`src/nts_pkg.sv`:
```
package nts_pkg;

  // ------------------------------
  // NTP header constants
  // ------------------------------

  // Header length in 64-bit words
  localparam int NTP_WORDS = 6;

  // Server identity fields
  localparam logic [7:0] NTP_STRATUM = 8'd1;
  localparam logic [7:0] NTP_PRECISION = 8'hEC;

  // "GPS" followed by a zero byte
  localparam logic [31:0] NTP_REF_ID = 32'h4750_5300;

  // ------------------------------
  // Enumerations
  // ------------------------------

  // Association mode, bits 58:56 of header word 0
  typedef enum logic [2:0] {
    MODE_CLIENT = 3'd3,
    MODE_SERVER = 3'd4
  } ntp_mode_e;

  // Request parser states
  typedef enum logic [1:0] {
    RX_HEAD = 2'd0,
    RX_BODY = 2'd1,
    RX_SKIP = 2'd2,
    RX_HOLD = 2'd3
  } rx_state_e;

  // ------------------------------
  // Stream and request records
  // ------------------------------

  // One big-endian stream word with end-of-packet marker
  typedef struct packed {
    logic [63:0] data;
    logic        last;
  } ntp_beat_t;

  // Fields of a checked client request
  typedef struct packed {
    logic [2:0]  version;
    logic [7:0]  poll;
    // Client transmit timestamp, echoed back as origin
    logic [63:0] origin;
    // Local time when word 0 arrived
    logic [63:0] receive;
  } ntp_request_t;

endpackage

```
`src/nts_rx_parser.sv`:
```
module nts_rx_parser (
  input  logic                  i_clk,
  input  logic                  i_arst_n,

  input  logic [63:0]           i_ntp_time,

  input  logic                  i_rx_valid,
  input  nts_pkg::ntp_beat_t    i_rx_beat,
  output logic                  o_rx_ready,

  output logic                  o_rx_drop,

  output logic                  o_req_valid,
  output nts_pkg::ntp_request_t o_req,
  input  logic                  i_req_ready
);

  localparam logic [2:0] LAST_WORD = 3'(nts_pkg::NTP_WORDS - 1);

  nts_pkg::rx_state_e    state_q;
  nts_pkg::rx_state_e    state_d;
  logic [2:0]            word_q;
  logic [2:0]            word_d;
  logic                  drop_q;
  logic                  drop_d;
  nts_pkg::ntp_request_t req_q;

  logic                  rx_fire;
  logic                  head_ok;
  logic [2:0]            rx_version;
  logic [2:0]            rx_mode;

  // ------------------------------
  // Header field decode
  // ------------------------------

  // LI in 63:62, VN in 61:59, mode in 58:56
  assign rx_version = i_rx_beat.data[61:59];
  assign rx_mode    = i_rx_beat.data[58:56];

  assign head_ok = (rx_mode == nts_pkg::MODE_CLIENT) &&
                   ((rx_version == 3'd3) || (rx_version == 3'd4));

  assign o_rx_ready = (state_q != nts_pkg::RX_HOLD);
  assign rx_fire    = i_rx_valid && o_rx_ready;

  // ------------------------------
  // Packet FSM
  // ------------------------------

  always_comb
  begin
    state_d = state_q;
    word_d  = word_q;
    drop_d  = 1'b0;
    case (state_q)
      nts_pkg::RX_HEAD:
      begin
        if (rx_fire)
        begin
          // A one-word packet is short whatever its header says
          if (i_rx_beat.last)
            drop_d = 1'b1;
          else if (!head_ok)
            state_d = nts_pkg::RX_SKIP;
          else
          begin
            state_d = nts_pkg::RX_BODY;
            word_d  = 3'd1;
          end
        end
      end
      nts_pkg::RX_BODY:
      begin
        if (rx_fire)
        begin
          if (word_q == LAST_WORD)
            state_d = i_rx_beat.last ? nts_pkg::RX_HOLD : nts_pkg::RX_SKIP;
          else if (i_rx_beat.last)
          begin
            drop_d  = 1'b1;
            state_d = nts_pkg::RX_HEAD;
          end
          else
            word_d = word_q + 3'd1;
        end
      end
      nts_pkg::RX_SKIP:
      begin
        // Swallow the rest of a bad packet
        if (rx_fire && i_rx_beat.last)
        begin
          drop_d  = 1'b1;
          state_d = nts_pkg::RX_HEAD;
        end
      end
      nts_pkg::RX_HOLD:
      begin
        if (i_req_ready)
          state_d = nts_pkg::RX_HEAD;
      end
      default: state_d = nts_pkg::RX_HEAD;
    endcase
  end

  always_ff @(posedge i_clk or negedge i_arst_n)
  begin
    if (!i_arst_n)
    begin
      state_q <= nts_pkg::RX_HEAD;
      word_q  <= 3'd0;
      drop_q  <= 1'b0;
    end
    else
    begin
      state_q <= state_d;
      word_q  <= word_d;
      drop_q  <= drop_d;
    end
  end

  // Request fields, receive time taken on the word 0 edge
  always_ff @(posedge i_clk)
  begin
    if (rx_fire && (state_q == nts_pkg::RX_HEAD))
    begin
      req_q.version <= rx_version;
      req_q.poll    <= i_rx_beat.data[47:40];
      req_q.receive <= i_ntp_time;
    end
    if (rx_fire && (state_q == nts_pkg::RX_BODY) && (word_q == LAST_WORD))
      req_q.origin <= i_rx_beat.data;
  end

  assign o_rx_drop   = drop_q;
  assign o_req_valid = (state_q == nts_pkg::RX_HOLD);
  assign o_req       = req_q;

  // Request held steady while the execute stage stalls
  a_req_stable : assert property (@(posedge i_clk) disable iff (!i_arst_n)
    (o_req_valid && !i_req_ready) |=> $stable(o_req));

endmodule

```
`src/nts_response_builder.sv`:
```
module nts_response_builder (
  input  logic                  i_clk,
  input  logic                  i_arst_n,

  input  logic [63:0]           i_ntp_time,

  input  logic                  i_req_valid,
  input  nts_pkg::ntp_request_t i_req,
  output logic                  o_req_ready,

  output logic                  o_wr_valid,
  output nts_pkg::ntp_beat_t    o_wr_beat,
  input  logic                  i_wr_ready
);

  localparam logic [2:0] LAST_IDX = 3'(nts_pkg::NTP_WORDS - 1);

  logic                  busy_q;
  logic [2:0]            idx_q;
  nts_pkg::ntp_request_t req_q;

  logic                  req_fire;
  logic                  wr_fire;
  logic [63:0]           word_data;

  assign o_req_ready = !busy_q;
  assign req_fire    = i_req_valid && o_req_ready;
  assign o_wr_valid  = busy_q;
  assign wr_fire     = o_wr_valid && i_wr_ready;

  // ------------------------------
  // Word sequencer
  // ------------------------------

  always_ff @(posedge i_clk or negedge i_arst_n)
  begin
    if (!i_arst_n)
    begin
      busy_q <= 1'b0;
      idx_q  <= 3'd0;
    end
    else if (req_fire)
    begin
      busy_q <= 1'b1;
      idx_q  <= 3'd0;
    end
    else if (wr_fire)
    begin
      // Idle again once the transmit word has gone
      if (idx_q == LAST_IDX)
        busy_q <= 1'b0;
      else
        idx_q <= idx_q + 3'd1;
    end
  end

  always_ff @(posedge i_clk)
  begin
    if (req_fire)
      req_q <= i_req;
  end

  // ------------------------------
  // Server header words
  // ------------------------------

  always_comb
  begin
    case (idx_q)
      3'd0:
        // LI 0, client version, server mode, then stratum, poll, precision
        word_data = {2'b00, req_q.version, nts_pkg::MODE_SERVER,
                     nts_pkg::NTP_STRATUM, req_q.poll, nts_pkg::NTP_PRECISION,
                     32'h0000_0000};
      3'd1:
        word_data = {32'h0000_0000, nts_pkg::NTP_REF_ID};
      3'd2:
        word_data = req_q.receive;
      3'd3:
        word_data = req_q.origin;
      3'd4:
        word_data = req_q.receive;
      default:
        word_data = i_ntp_time;  // live transmit time
    endcase
  end

  assign o_wr_beat.data = word_data;
  assign o_wr_beat.last = (idx_q == LAST_IDX);

  // Sequencer stays inside the six header words
  a_idx_range : assert property (@(posedge i_clk) disable iff (!i_arst_n)
    idx_q <= LAST_IDX);

endmodule

```
`src/nts_tx_buffer.sv`:
```
module nts_tx_buffer #(
  parameter int TX_DEPTH = 16
) (
  input  logic               i_clk,
  input  logic               i_arst_n,

  input  logic               i_wr_valid,
  input  nts_pkg::ntp_beat_t i_wr_beat,
  output logic               o_wr_ready,

  output logic               o_tx_valid,
  output nts_pkg::ntp_beat_t o_tx_beat,
  input  logic               i_tx_ready
);

  localparam int AW = $clog2(TX_DEPTH);
  localparam logic [AW:0] FULL_COUNT = (AW + 1)'(TX_DEPTH);

  nts_pkg::ntp_beat_t mem [TX_DEPTH];

  logic [AW-1:0] wr_ptr_q;
  logic [AW-1:0] rd_ptr_q;
  logic [AW:0]   count_q;

  logic          full;
  logic          empty;
  logic          wr_en;
  logic          rd_en;

  assign full  = (count_q == FULL_COUNT);
  assign empty = (count_q == '0);
  assign wr_en = i_wr_valid && !full;
  assign rd_en = i_tx_ready && !empty;

  // ------------------------------
  // Storage and pointers
  // ------------------------------

  always_ff @(posedge i_clk)
  begin
    if (wr_en)
      mem[wr_ptr_q] <= i_wr_beat;
  end

  // Pointers wrap on their own, the depth being a power of two
  always_ff @(posedge i_clk or negedge i_arst_n)
  begin
    if (!i_arst_n)
    begin
      wr_ptr_q <= '0;
      rd_ptr_q <= '0;
      count_q  <= '0;
    end
    else
    begin
      if (wr_en)
        wr_ptr_q <= wr_ptr_q + 1'b1;
      if (rd_en)
        rd_ptr_q <= rd_ptr_q + 1'b1;
      if (wr_en && !rd_en)
        count_q <= count_q + 1'b1;
      else if (rd_en && !wr_en)
        count_q <= count_q - 1'b1;
    end
  end

  assign o_wr_ready = !full;
  assign o_tx_valid = !empty;
  assign o_tx_beat  = mem[rd_ptr_q];

  // No write slips in while full, no read while empty
  a_no_overflow : assert property (@(posedge i_clk) disable iff (!i_arst_n)
    full |=> (wr_ptr_q == $past(wr_ptr_q)));
  a_no_underflow : assert property (@(posedge i_clk) disable iff (!i_arst_n)
    empty |=> (rd_ptr_q == $past(rd_ptr_q)));

endmodule

```
`src/nts_engine.sv`:
```
module nts_engine #(
  parameter int TX_DEPTH = 16
) (
  input  logic               i_clk,
  input  logic               i_arst_n,

  input  logic [63:0]        i_ntp_time,

  input  logic               i_rx_valid,
  input  nts_pkg::ntp_beat_t i_rx_beat,
  output logic               o_rx_ready,
  output logic               o_rx_drop,

  output logic               o_tx_valid,
  output nts_pkg::ntp_beat_t o_tx_beat,
  input  logic               i_tx_ready
);

  // ------------------------------
  // Stage links
  // ------------------------------

  logic                  req_valid;
  logic                  req_ready;
  nts_pkg::ntp_request_t req;

  logic                  wr_valid;
  logic                  wr_ready;
  nts_pkg::ntp_beat_t    wr_beat;

  // Decode
  nts_rx_parser parser (
    .i_clk       (i_clk),
    .i_arst_n    (i_arst_n),
    .i_ntp_time  (i_ntp_time),
    .i_rx_valid  (i_rx_valid),
    .i_rx_beat   (i_rx_beat),
    .o_rx_ready  (o_rx_ready),
    .o_rx_drop   (o_rx_drop),
    .o_req_valid (req_valid),
    .o_req       (req),
    .i_req_ready (req_ready)
  );

  // Execute
  nts_response_builder builder (
    .i_clk       (i_clk),
    .i_arst_n    (i_arst_n),
    .i_ntp_time  (i_ntp_time),
    .i_req_valid (req_valid),
    .i_req       (req),
    .o_req_ready (req_ready),
    .o_wr_valid  (wr_valid),
    .o_wr_beat   (wr_beat),
    .i_wr_ready  (wr_ready)
  );

  // Result
  nts_tx_buffer #(
    .TX_DEPTH (TX_DEPTH)
  ) tx_buffer (
    .i_clk      (i_clk),
    .i_arst_n   (i_arst_n),
    .i_wr_valid (wr_valid),
    .i_wr_beat  (wr_beat),
    .o_wr_ready (wr_ready),
    .o_tx_valid (o_tx_valid),
    .o_tx_beat  (o_tx_beat),
    .i_tx_ready (i_tx_ready)
  );

endmodule

```
`config.mk`:
```
export PLATFORM = sky130hd
export DESIGN_NAME = nts_engine
export DESIGN_NICKNAME = d
export VERILOG_FILES = /design/src/nts_pkg.sv /design/src/nts_rx_parser.sv /design/src/nts_response_builder.sv /design/src/nts_tx_buffer.sv /design/src/nts_engine.sv
export SDC_FILE = /design/constraint.sdc
export NUM_CORES = 1
export LEC_CHECK = 0
export BUFFER_PORTS_ARGS = -buffer_cell sky130_fd_sc_hd__buf_2
export CORE_ASPECT_RATIO = 1.75
export CORE_MARGIN = 10
export CORE_UTILIZATION = 55
export DETAILED_ROUTE_END_ITERATION = 16
export PLACE_DENSITY = 0.71
export SETUP_SLACK_MARGIN = 0.1
export SLEW_MARGIN = 30
export SYNTH_ARGS = -nofsm -noshare
export SYNTH_HDL_FRONTEND = slang
export SYNTH_SLANG_ARGS = --single-unit
```
`constraint.sdc`:
```
create_clock -name i_clk -period 6.62 [get_ports i_clk]
set_clock_uncertainty 0.05 [all_clocks]
set_input_delay 1.986 -clock i_clk [delete_from_list [all_inputs] [get_ports i_clk]]
set_output_delay 1.986 -clock i_clk [all_outputs]
set_load 0.02 [all_outputs]
```
Word-level counts from Yosys, hierarchy flattened
Memories as Yosys holds them, arrays and structs flattened.
Cells that the tools add are included.
- bits in registers: 301
- bits in latches: 0
- RAM bits: 1040
- bits in read-only memories: 0
- input port bits: 133
- output and inout bits: 68
- logic and storage cells: 110
- memories: 1
- memory list (memory ; words ; width ; rd ports ; clocked after Yosys merged registers in ; write ports ; line ; source):
    tx_buffer.mem ; 16 ; 65 ; 1 ; 0 ; 1 ; nts_tx_buffer.sv:19 ; nts_pkg::ntp_beat_t mem [TX_DEPTH];
- add/subtract/negate cells: 6
- multiply operators: 0
- div/mod/pow operators: 0
- order comparisons: 0
- equality and inequality tests: 24
- shift operators: 0
- multiplexer cells: 34
- bitwise gates (word level): 0
- reduce and logical (&&, ||, !) cells: 29
- operators with widths (cell ; number):
    one-hot mux 64 bit (4 select lines) ; 1
    two-way mux 3 bit ; 9
    two-way mux 2 bit ; 8
    equality test 3 x 2 -> 1 bit (second input constant) ; 4
    equality test 3 bit (second input constant) ; 4
    inequality test 2 bit (second input constant) ; 6
    logical AND 1 bit ; 11
    two-way mux 1 bit ; 11
    two-way mux 5 bit ; 2
    adder 4 x 1 -> 4 bit (second input constant) ; 2
    inequality test 2 x 1 -> 1 bit (second input constant) ; 4
    one-hot mux 2 bit (4 select lines) ; 1
    nonzero test 2 bit ; 4
    AND reduction 7 bit ; 1
    adder 3 x 1 -> 3 bit (second input constant) ; 2
    one-hot mux 3 bit (2 select lines) ; 1
    AND reduction 6 bit ; 1
    adder 5 x 1 -> 5 bit (second input constant) ; 1
    equality test 5 bit (second input constant) ; 1
    zero test 1 bit ; 5
    zero test 5 bit ; 1
    subtractor 5 x 1 -> 5 bit (second input constant) ; 1
    equality test 2 bit (second input constant) ; 2
    AND reduction 2 bit ; 2
    8 further kinds ; 8

Logic depth before layout (Yosys ltp)
Gate-level depths: netlist (run 1).
- depth in word-level cells: 7
- depth in mapped cells: 10
- depth with buffers taken out: 10

Hierarchy
Synthesis (run 1) repeated with hierarchy kept, for this count alone.
- cells, all modules: 2527
- area total of the unflattened synthesis: 51101.5 µm²
- modules (own cells, without submodules) (module ; instances ; cells an instance ; area each (µm²) ; seq. area each (µm²)):
    nts_tx_buffer ; 1 ; 1952 ; 40598.9 ; 31555.3
    nts_response_builder ; 1 ; 387 ; 5915.7 ; 4274.1
    nts_rx_parser ; 1 ; 188 ; 4586.9 ; 4324.1

Least setup slack after synthesis (run 1)
Ideal clock, no wire load.
- kind: in2reg
- start point: input i_rx_valid
- end point: register parser.req_q, in the netlist parser.o_req[0] (enable)
- setup time: 0.616 ns
- arrival: 7.395 ns
- data required time: 5.954 ns
- setup slack: -1.441 ns
- stages: 1
- buffers on the path: 0
- cells stage by stage: nor3b_1
- cells in the longest elaborated chain, start to end: 2
- ends and longest elaborated chain (what ; line ; source):
    start, declared ; nts_engine.sv:9 ; input logic i_rx_valid,
    logical AND 1 bit ; nts_rx_parser.sv:45 ; assign rx_fire = i_rx_valid && o_rx_ready;
    logical AND 1 bit ; nts_rx_parser.sv:125 ; if (rx_fire && (state_q == nts_pkg::RX_HEAD))
    end, declared ; nts_rx_parser.sv:26 ; nts_pkg::ntp_request_t req_q;
No other way between the ends.
A chain may end at the register's enable or synchronous reset.

==> reports/metrics.csv, run 1 <==
stage,metric,value,unit
status,outcome,"finished, final reports clean",
synth,yosys warns,0,
sta,RSZ-0062 raised after global routing,no,
synth,sequential area share after synthesis,80.39,%
global_route,total global-route track usage,21.87,%
worst_setup_path,WP data arrival,3.42,ns
worst_setup_path,worst endpoint required time,4.58,ns
sta,period utilization,82.44,%
clock_tree,post-CTS setup buffers,0,
worst_setup_path,CP Capture Type,output pin,
synth,Seq cells post-synth,1341,
worst_setup_path,R2R Setup Slk,2.77,ns
clock_tree,latest clock arrival within the worst-skew pair,0.70,ns
placement,Buffers on Ports,200,
synth,post-synthesis async set-or-reset flop share,1.715,%
sta,Final Hold Fails,0,
drt,drt via density,6.361,
global_route,M3 GR Usage,4.045,%
global_route,antenna violations before repair,2,
power_and_ir_drop,pwr dens,477.2,nW/um^2
floorplan,Core Rows,146,
sta,Final min period,5.458,ns
drt,DR WL/cell,29.76,um
layout,Final #Nets,2613,
clock_tree,Sink Count,1341,
worst_setup_path,CP startpoint kind,flop,
clock_tree,CTS Root Cell,clkbuf_16,
sta,Worst slew margin,31.97,%
global_route,global-route wire length before repair,165.4,mm
floorplan,core area,90240,sq um
synth,share of the synthesized area in the top cell type,79.24,%
synth,Syn Area/Cell,22.59,sq um
worst_setup_path,Worst R2R Start,builder.idx_q[0],
synth,Syn Inst Count,2211,
worst_setup_path,Critical Path Sink,o_tx_beat[19],
global_route,Overflow after GRT,0,
drt,DR pass1 iterations,8,
global_route,most used routing layer,met2,
floorplan,die area,103700,sq um
global_route,met2 Track Usage GR,35.53,%
global_route,vias in the first global route,25310,
clock_tree,TritonCTS clock tree,built,
synth,top_reg_cell synth,edfxtp_1,
synth,most frequent cell after synthesis,edfxtp_1,
floorplan,I/O pins,201,
synth,Syn Nets,2361,
placement,Final GP Congestion,0.7547,
sta,setup TNS,0,ns
global_route,largest net degree at the start of global routing,112,
clock_tree,clock buffer depth,3,
power_and_ir_drop,Leak,18.24,nW
synth,largest cells by area after synthesis,"edfxtp_1 (79%), mux4_2 (12%), a22oi_1 (2.0%)",
clock_tree,PostCTS Resize Cnt,0,
drt,via count,23760,
worst_setup_path,R2R Path End,tx_buffer.mem[6][31],
placement,HPWL after DPL,60.63,mm
clock_tree,"CTS clk-pin slew, worst paths",0.07,ns
synth,Post-synth EDFFs,1318,
floorplan,Die X,247.8,um
layout,Final Util,62.32,%
worst_setup_path,CP Class,reg -> out,
synth,Netlist cell types,49,
power_and_ir_drop,Worst VDD drop,0.0003574,V
layout,area delta synth->final,12.59,%
clock_tree,"Hold-fix buffers, CTS",0,
floorplan,chip height,418.7,um
worst_setup_path,Worst Setup SP,tx_buffer.rd_ptr_q[1],
worst_setup_path,worst-path fanout max,59,
job,max-cap violation count,0,
synth,synth cell count leaders,"edfxtp_1 (1318), mux4_2 (260), a22oi_1 (130), nand2_1 (83), clkbuf_1 (59)",
power_and_ir_drop,Sw Share,32.56,%
power_and_ir_drop,Pint,0.01810,W
synth,Yosys top cell by area,edfxtp_1,
global_route,GR Util met1,30.20,%
sta,# setup viols final,0,
clock_tree,Max H-tree Level,3,
drt,ANT nets after route,0,
sta,Slew Limit Fails,0,
layout,share of cells above drive strength 1,29.91,%
power_and_ir_drop,sequential share of power,44.5,%
power_and_ir_drop,combinational share of power,30.9,%
drt,final WL,111.2,mm
power_and_ir_drop,Sw Pwr,0.008737,W
sta,Max Clock Freq,0.1832,GHz
worst_setup_path,Worst R2R Path Depth,6,
drt,DRC,0,
power_and_ir_drop,Clk pwr share,24.6,%
clock_tree,TritonCTS Buffers,111,
drt,drt initial violations,2853,
min_path,hold crit path type,reg -> reg,
synth,Synth Cell Area,49950,sq um
sta,measured slew at the worst slew-check pin,1.020,ns
floorplan,Starting Density,55.35,%
## worst min-delay path by stage
stage                                 start            endpoint  slack, ns  cells past startpoint
after detailed placement  parser.o_req[109]  builder.req_q[109]       0.35                      0
final                      parser.o_req[40]   builder.req_q[40]       0.36                      0
after floorplan             parser.o_req[0]    builder.req_q[0]       0.35                      0
after CTS                  parser.o_req[92]   builder.req_q[92]       0.36                      0
after global placement     parser.o_req[12]   builder.req_q[12]       0.35                      0
after global routing       parser.o_req[74]   builder.req_q[74]       0.37                      0
## flip-flops by register name, indices dropped and copies added (netlist names), 2 cells and up
| name | cells |
|---|---|
| tx_buffer.wr_ptr_q | 4 |
| tx_buffer.mem | 1040 |
| tx_buffer.count_q | 5 |
| parser.o_req | 139 |
| parser.word_q | 3 |
| parser.state_q | 2 |
| tx_buffer.rd_ptr_q | 4 |
| builder.req_q | 139 |
| builder.idx_q | 3 |
## power by group through the flow
stage          combinational [W]  clock [W]  sequential (W)
3_5_place_dp             0.00827          0          0.0122
3_3_place_gp             0.00794          0          0.0121
5_1_grt                  0.00897    0.00700          0.0120
6_report                 0.00830    0.00659          0.0119
4_1_cts                  0.00829    0.00668          0.0120
2_1_floorplan            0.00556          0          0.0119
## worst max-delay path, stage by stage, from the launching register on
cell and delay (ns):
dfrtp_4 1.07, buf_4 0.62, mux4_2 0.40, a22oi_1 0.20, nand2_1 0.19, buf_2 0.22
## cell families (layout without fill, tap and decap cells)
logic type      count (synthesis)  after routing  synth area share (%)
flops                        1341           1341                 80.39
compound gates                250            250                 4.056
xor+xnor                        9              9                0.1578
simple gates                  159            159                 1.601
other cells                     0              1                     0
fa+ha+maj                      17             17                0.4409
mux                           269            269                 11.92
buf+inv                       166            506                 1.430
## layer usage
metal / up-vias / share of wire, %
met5: - / 0
met4: 0 / 1.9
met3: 147 / 8.1
met2: 1209 / 51
met1: 12560 / 39
li1: 9852 / -
## layout by cell type, fill, tap and decap left out, types with 3 or more instances in the layout
master and instances:
buf_4 47, a22oi_1 130, a222oi_1 47, clkbuf_16 113
buf_12 8, nand4_1 3, mux2i_1 5, edfxtp_1 1318
mux4_2 260, buf_2 202, a21oi_2 25, clkbuf_8 3
nor2_2 23, ha_1 15, a21oi_1 8, xnor2_1 7
or3b_2 3, o21ai_0 6, and4_4 4, dfrtp_1 21
mux2_2 3, bufinv_16 14, nor3_1 4, nor2_1 9
clkinv_2 15, clkbuf_1 24, inv_1 47, clkinvlp_4 7
clkinv_1 20, a221oi_1 18, nand2_1 83, nor2_4 3
nor3b_2 3, and3_4 7
## metrics by stage
step / hold WS, ns / setup WS [ns] / cell area, sq um / instances / total power (W)
final: 0.3579 / 1.162 / 56240 / 3736 / 0.02684
after global placement: 0.3502 / 1.859 / 52540 / 3531 / 0.02008
after detailed placement: 0.3545 / 1.880 / 52550 / 3532 / 0.02045
after CTS: 0.3645 / 1.064 / 56190 / 3733 / 0.02697
after global routing: 0.3712 / 1.029 / 56230 / 3735 / 0.02796
after floorplan: 0.3503 / 0.01066 / 49960 / 2211 / 0.01747
## area by class of cell
class | instances | area [sq um]
Sequential cell | 1341 | 40160
Fill cell | 6010 | 34010
Multi-Input combinational cell | 704 | 9225
Clock buffer | 140 | 2959
Timing Repair Buffer | 258 | 1551
Tap cell | 1184 | 1481
Clock inverter | 61 | 678.2
Inverter | 47 | 176.4
Antenna cell | 1 | 2.502
(Power assumes the default switching activity.)
==> inputs of run 2 (changes only) <==
Settings changed: CORE_UTILIZATION 55 to 61, PLACE_DENSITY 0.71 to 0.75.
Clock period 6.62 ns to 5.6 ns, I/O delays scaled along.
==> run 2 against run 1 <==
Sequential cell count did not move. Total power increased by 20%. First-iteration DRC count is 6.8% higher. Setup slack lost 0.59 ns. Largest power group unchanged.
==> reports/metrics.csv, run 2 (synthesized netlist as in run 1, its figures left out) <==
stage,metric,value,unit,change
floorplan,core area,80980,sq um,was 90240 sq um
floorplan,Core Rows,138,,was 146
power_and_ir_drop,Leak,18.36,nW,was 18.24 nW
power_and_ir_drop,Worst VDD drop,0.0004011,V,was 0.0003574 V
layout,highest-count cells in the layout ignoring fill and taps,"edfxtp_1 (1318), mux4_2 (260), buf_2 (201), a22oi_1 (130), clkbuf_16 (111)",,"was edfxtp_1 (1318), mux4_2 (260), buf_2 (202), a22oi_1 (130), clkbuf_16 (113)"
layout,area delta synth->final,12.77,%,was 12.59%
layout,"leading cell type in the layout, fill and taps excluded",edfxtp_1,,unchanged
placement,Final GP Congestion,0.7585,,was 0.7547
sta,# setup viols final,0,,unchanged
worst_setup_path,R2R Path End,tx_buffer.mem[0][37],,was tx_buffer.mem[6][31]
layout,Largest register FFs,1040,,unchanged
job,max-cap violation count,0,,unchanged
floorplan,Die X,236.3,um,was 247.8 um
worst_setup_path,CP Capture Type,output pin,,unchanged
clock_tree,Sink Count,1341,,unchanged
min_path,min-delay src,parser.o_req[132],,was parser.o_req[40]
worst_setup_path,worst endpoint required time,3.87,ns,was 4.58 ns
clock_tree,latest clock arrival within the worst-skew pair,0.70,ns,about the same
min_path,Hold Crit Depth,0,,unchanged
worst_setup_path,worst-path fanout max,49,,was 59
power_and_ir_drop,pwr dens,569.5,nW/um^2,was 477.2 nW/um^2
layout,Final #Nets,2615,,was 2613
floorplan,chip height,398.5,um,was 418.7 um
floorplan,I/O pins,201,,unchanged
layout,Final Cell Area,56330,sq um,was 56240 sq um
floorplan,die area,94180,sq um,was 103700 sq um
worst_setup_path,CP startpoint kind,flop,,unchanged
layout,fin cells,3606,,was 3736
worst_setup_path,CP Class,reg -> out,,unchanged
placement,HPWL after DPL,61.63,mm,was 60.63 mm
placement,Cells after DPL,3405,,was 3532
worst_setup_path,Worst R2R Path Depth,6,,unchanged
drt,drt via density,6.719,,was 6.361
layout,n_diodes,0,,was 1
clock_tree,"CTS clk-pin slew, worst paths",0.07,ns,about the same
layout,Final Util,69.55,%,was 62.32%
layout,share of cells above drive strength 1,30.59,%,was 29.91%
clock_tree,PostCTS Resize Cnt,0,,unchanged
clock_tree,Max H-tree Level,3,,unchanged
clock_tree,TritonCTS Buffers,107,,was 111
clock_tree,post-CTS setup buffers,0,,unchanged
drt,DR pass1 iterations,6,,was 8
global_route,Overflow after GRT,0,,unchanged
drt,DRC,0,,unchanged
sta,Final min period,5.028,ns,
sta,Final Hold Fails,0,,unchanged
worst_setup_path,R2R Setup Slk,2.04,ns,was 2.77 ns
sta,RSZ-0062 raised after global routing,no,,unchanged
drt,drt initial violations,3048,,was 2853
min_path,hold path endpoint,builder.req_q[132],,was builder.req_q[40]
sta,setup TNS,0,ns,unchanged
sta,Slew Limit Fails,0,,unchanged
clock_tree,clock buffer depth,3,,unchanged
drt,final WL,114.3,mm,was 111.2 mm
global_route,total global-route track usage,24.46,%,was 21.87%
sta,period utilization,89.79,%,
sta,measured slew at the worst slew-check pin,1.001,ns,was 1.020 ns
drt,via count,24230,,was 23760
drt,DR WL/cell,31.69,um,was 29.76 um
global_route,antenna violations before repair,3,,was 2
global_route,vias in the first global route,25450,,was 25310
status,outcome,"finished, final reports clean",,unchanged
placement,Buffers on Ports,200,,unchanged
global_route,largest net degree at the start of global routing,76,,was 112
drt,ANT nets after route,0,,unchanged
sta,Worst slew margin,33.29,%,was 31.97%
clock_tree,CTS Root Cell,clkbuf_16,,unchanged
global_route,global-route wire length before repair,169.4,mm,was 165.4 mm
placement,Placement Cell Area,52550,sq um,about the same
worst_setup_path,Worst R2R Start,builder.idx_q[0],,unchanged
layout,Biggest register,tx_buffer.mem,,unchanged
worst_setup_path,WP data arrival,3.30,ns,was 3.42 ns
floorplan,Starting Density,61.68,%,was 55.35%
clock_tree,TritonCTS clock tree,built,,unchanged
sta,Max Clock Freq,0.1989,GHz,
min_path,hold crit path type,reg -> reg,,unchanged
clock_tree,"Hold-fix buffers, CTS",0,,unchanged
run 2: final cells by class:
type	instances	area (sq um)
sequential	1341	40160
multi-input combinational	704	9210
timing repair buffer	264	1698
tap	1050	1314
clock inverter	77	943.4
fill	4640	24650
inverter	47	176.4
clock buffer	123	2823
run 2: power breakdown:
group | total (W) | internal [W] | switching (W) | leakage, nW
clock network | 0.00803 | 0.00460 | 0.00343 | 1.82
logic | 0.00991 | 0.00327 | 0.00664 | 4.34
registers | 0.0141 | 0.0138 | 0.000354 | 12.2
total | 0.0321 | 0.0217 | 0.0104 | 18.4
run 2: worst max path at each step:
stage,start,endpoint,slack (ns),depth (start not counted)
2_1_floorplan,tx_buffer.count_q[0],tx_buffer.mem[6][0],-1.01,5
3_3_place_gp,tx_buffer.rd_ptr_q[0],o_tx_beat[49],1.33,5
3_5_place_dp,tx_buffer.rd_ptr_q[0],o_tx_beat[49],1.29,5
4_1_cts,tx_buffer.rd_ptr_q[0],o_tx_beat[49],0.48,5
5_1_grt,tx_buffer.rd_ptr_q[0],o_tx_beat[59],0.40,5
6_report,tx_buffer.rd_ptr_q[0],o_tx_beat[59],0.57,5
run 2: per-layer routing:
layer | share of wire (%) | track usage [%]
met3 | 8.4 | 4.466
met5 | 0.025 | 0
met2 | 52 | 41.04
met1 | 37 | 32.51
met4 | 2.3 | 7.481
run 2: critical path, cell delays in order, from the launching register on:
cell	delay, ns
dfrtp_4	0.89
buf_12	0.44
mux4_2	0.57
a22oi_1	0.25
nand2_1	0.18
buf_2	0.21
run 2: through the flow:
step | total power, W | hold slack [ns] | setup WS [ns]
floorplan | 0.02065 | 0.3503 | -1.009
global placement | 0.02385 | 0.3501 | 1.332
detailed placement | 0.02426 | 0.3545 | 1.291
CTS | 0.03225 | 0.3675 | 0.4807
global route | 0.03336 | 0.3704 | 0.3998
finish | 0.03208 | 0.3669 | 0.5719
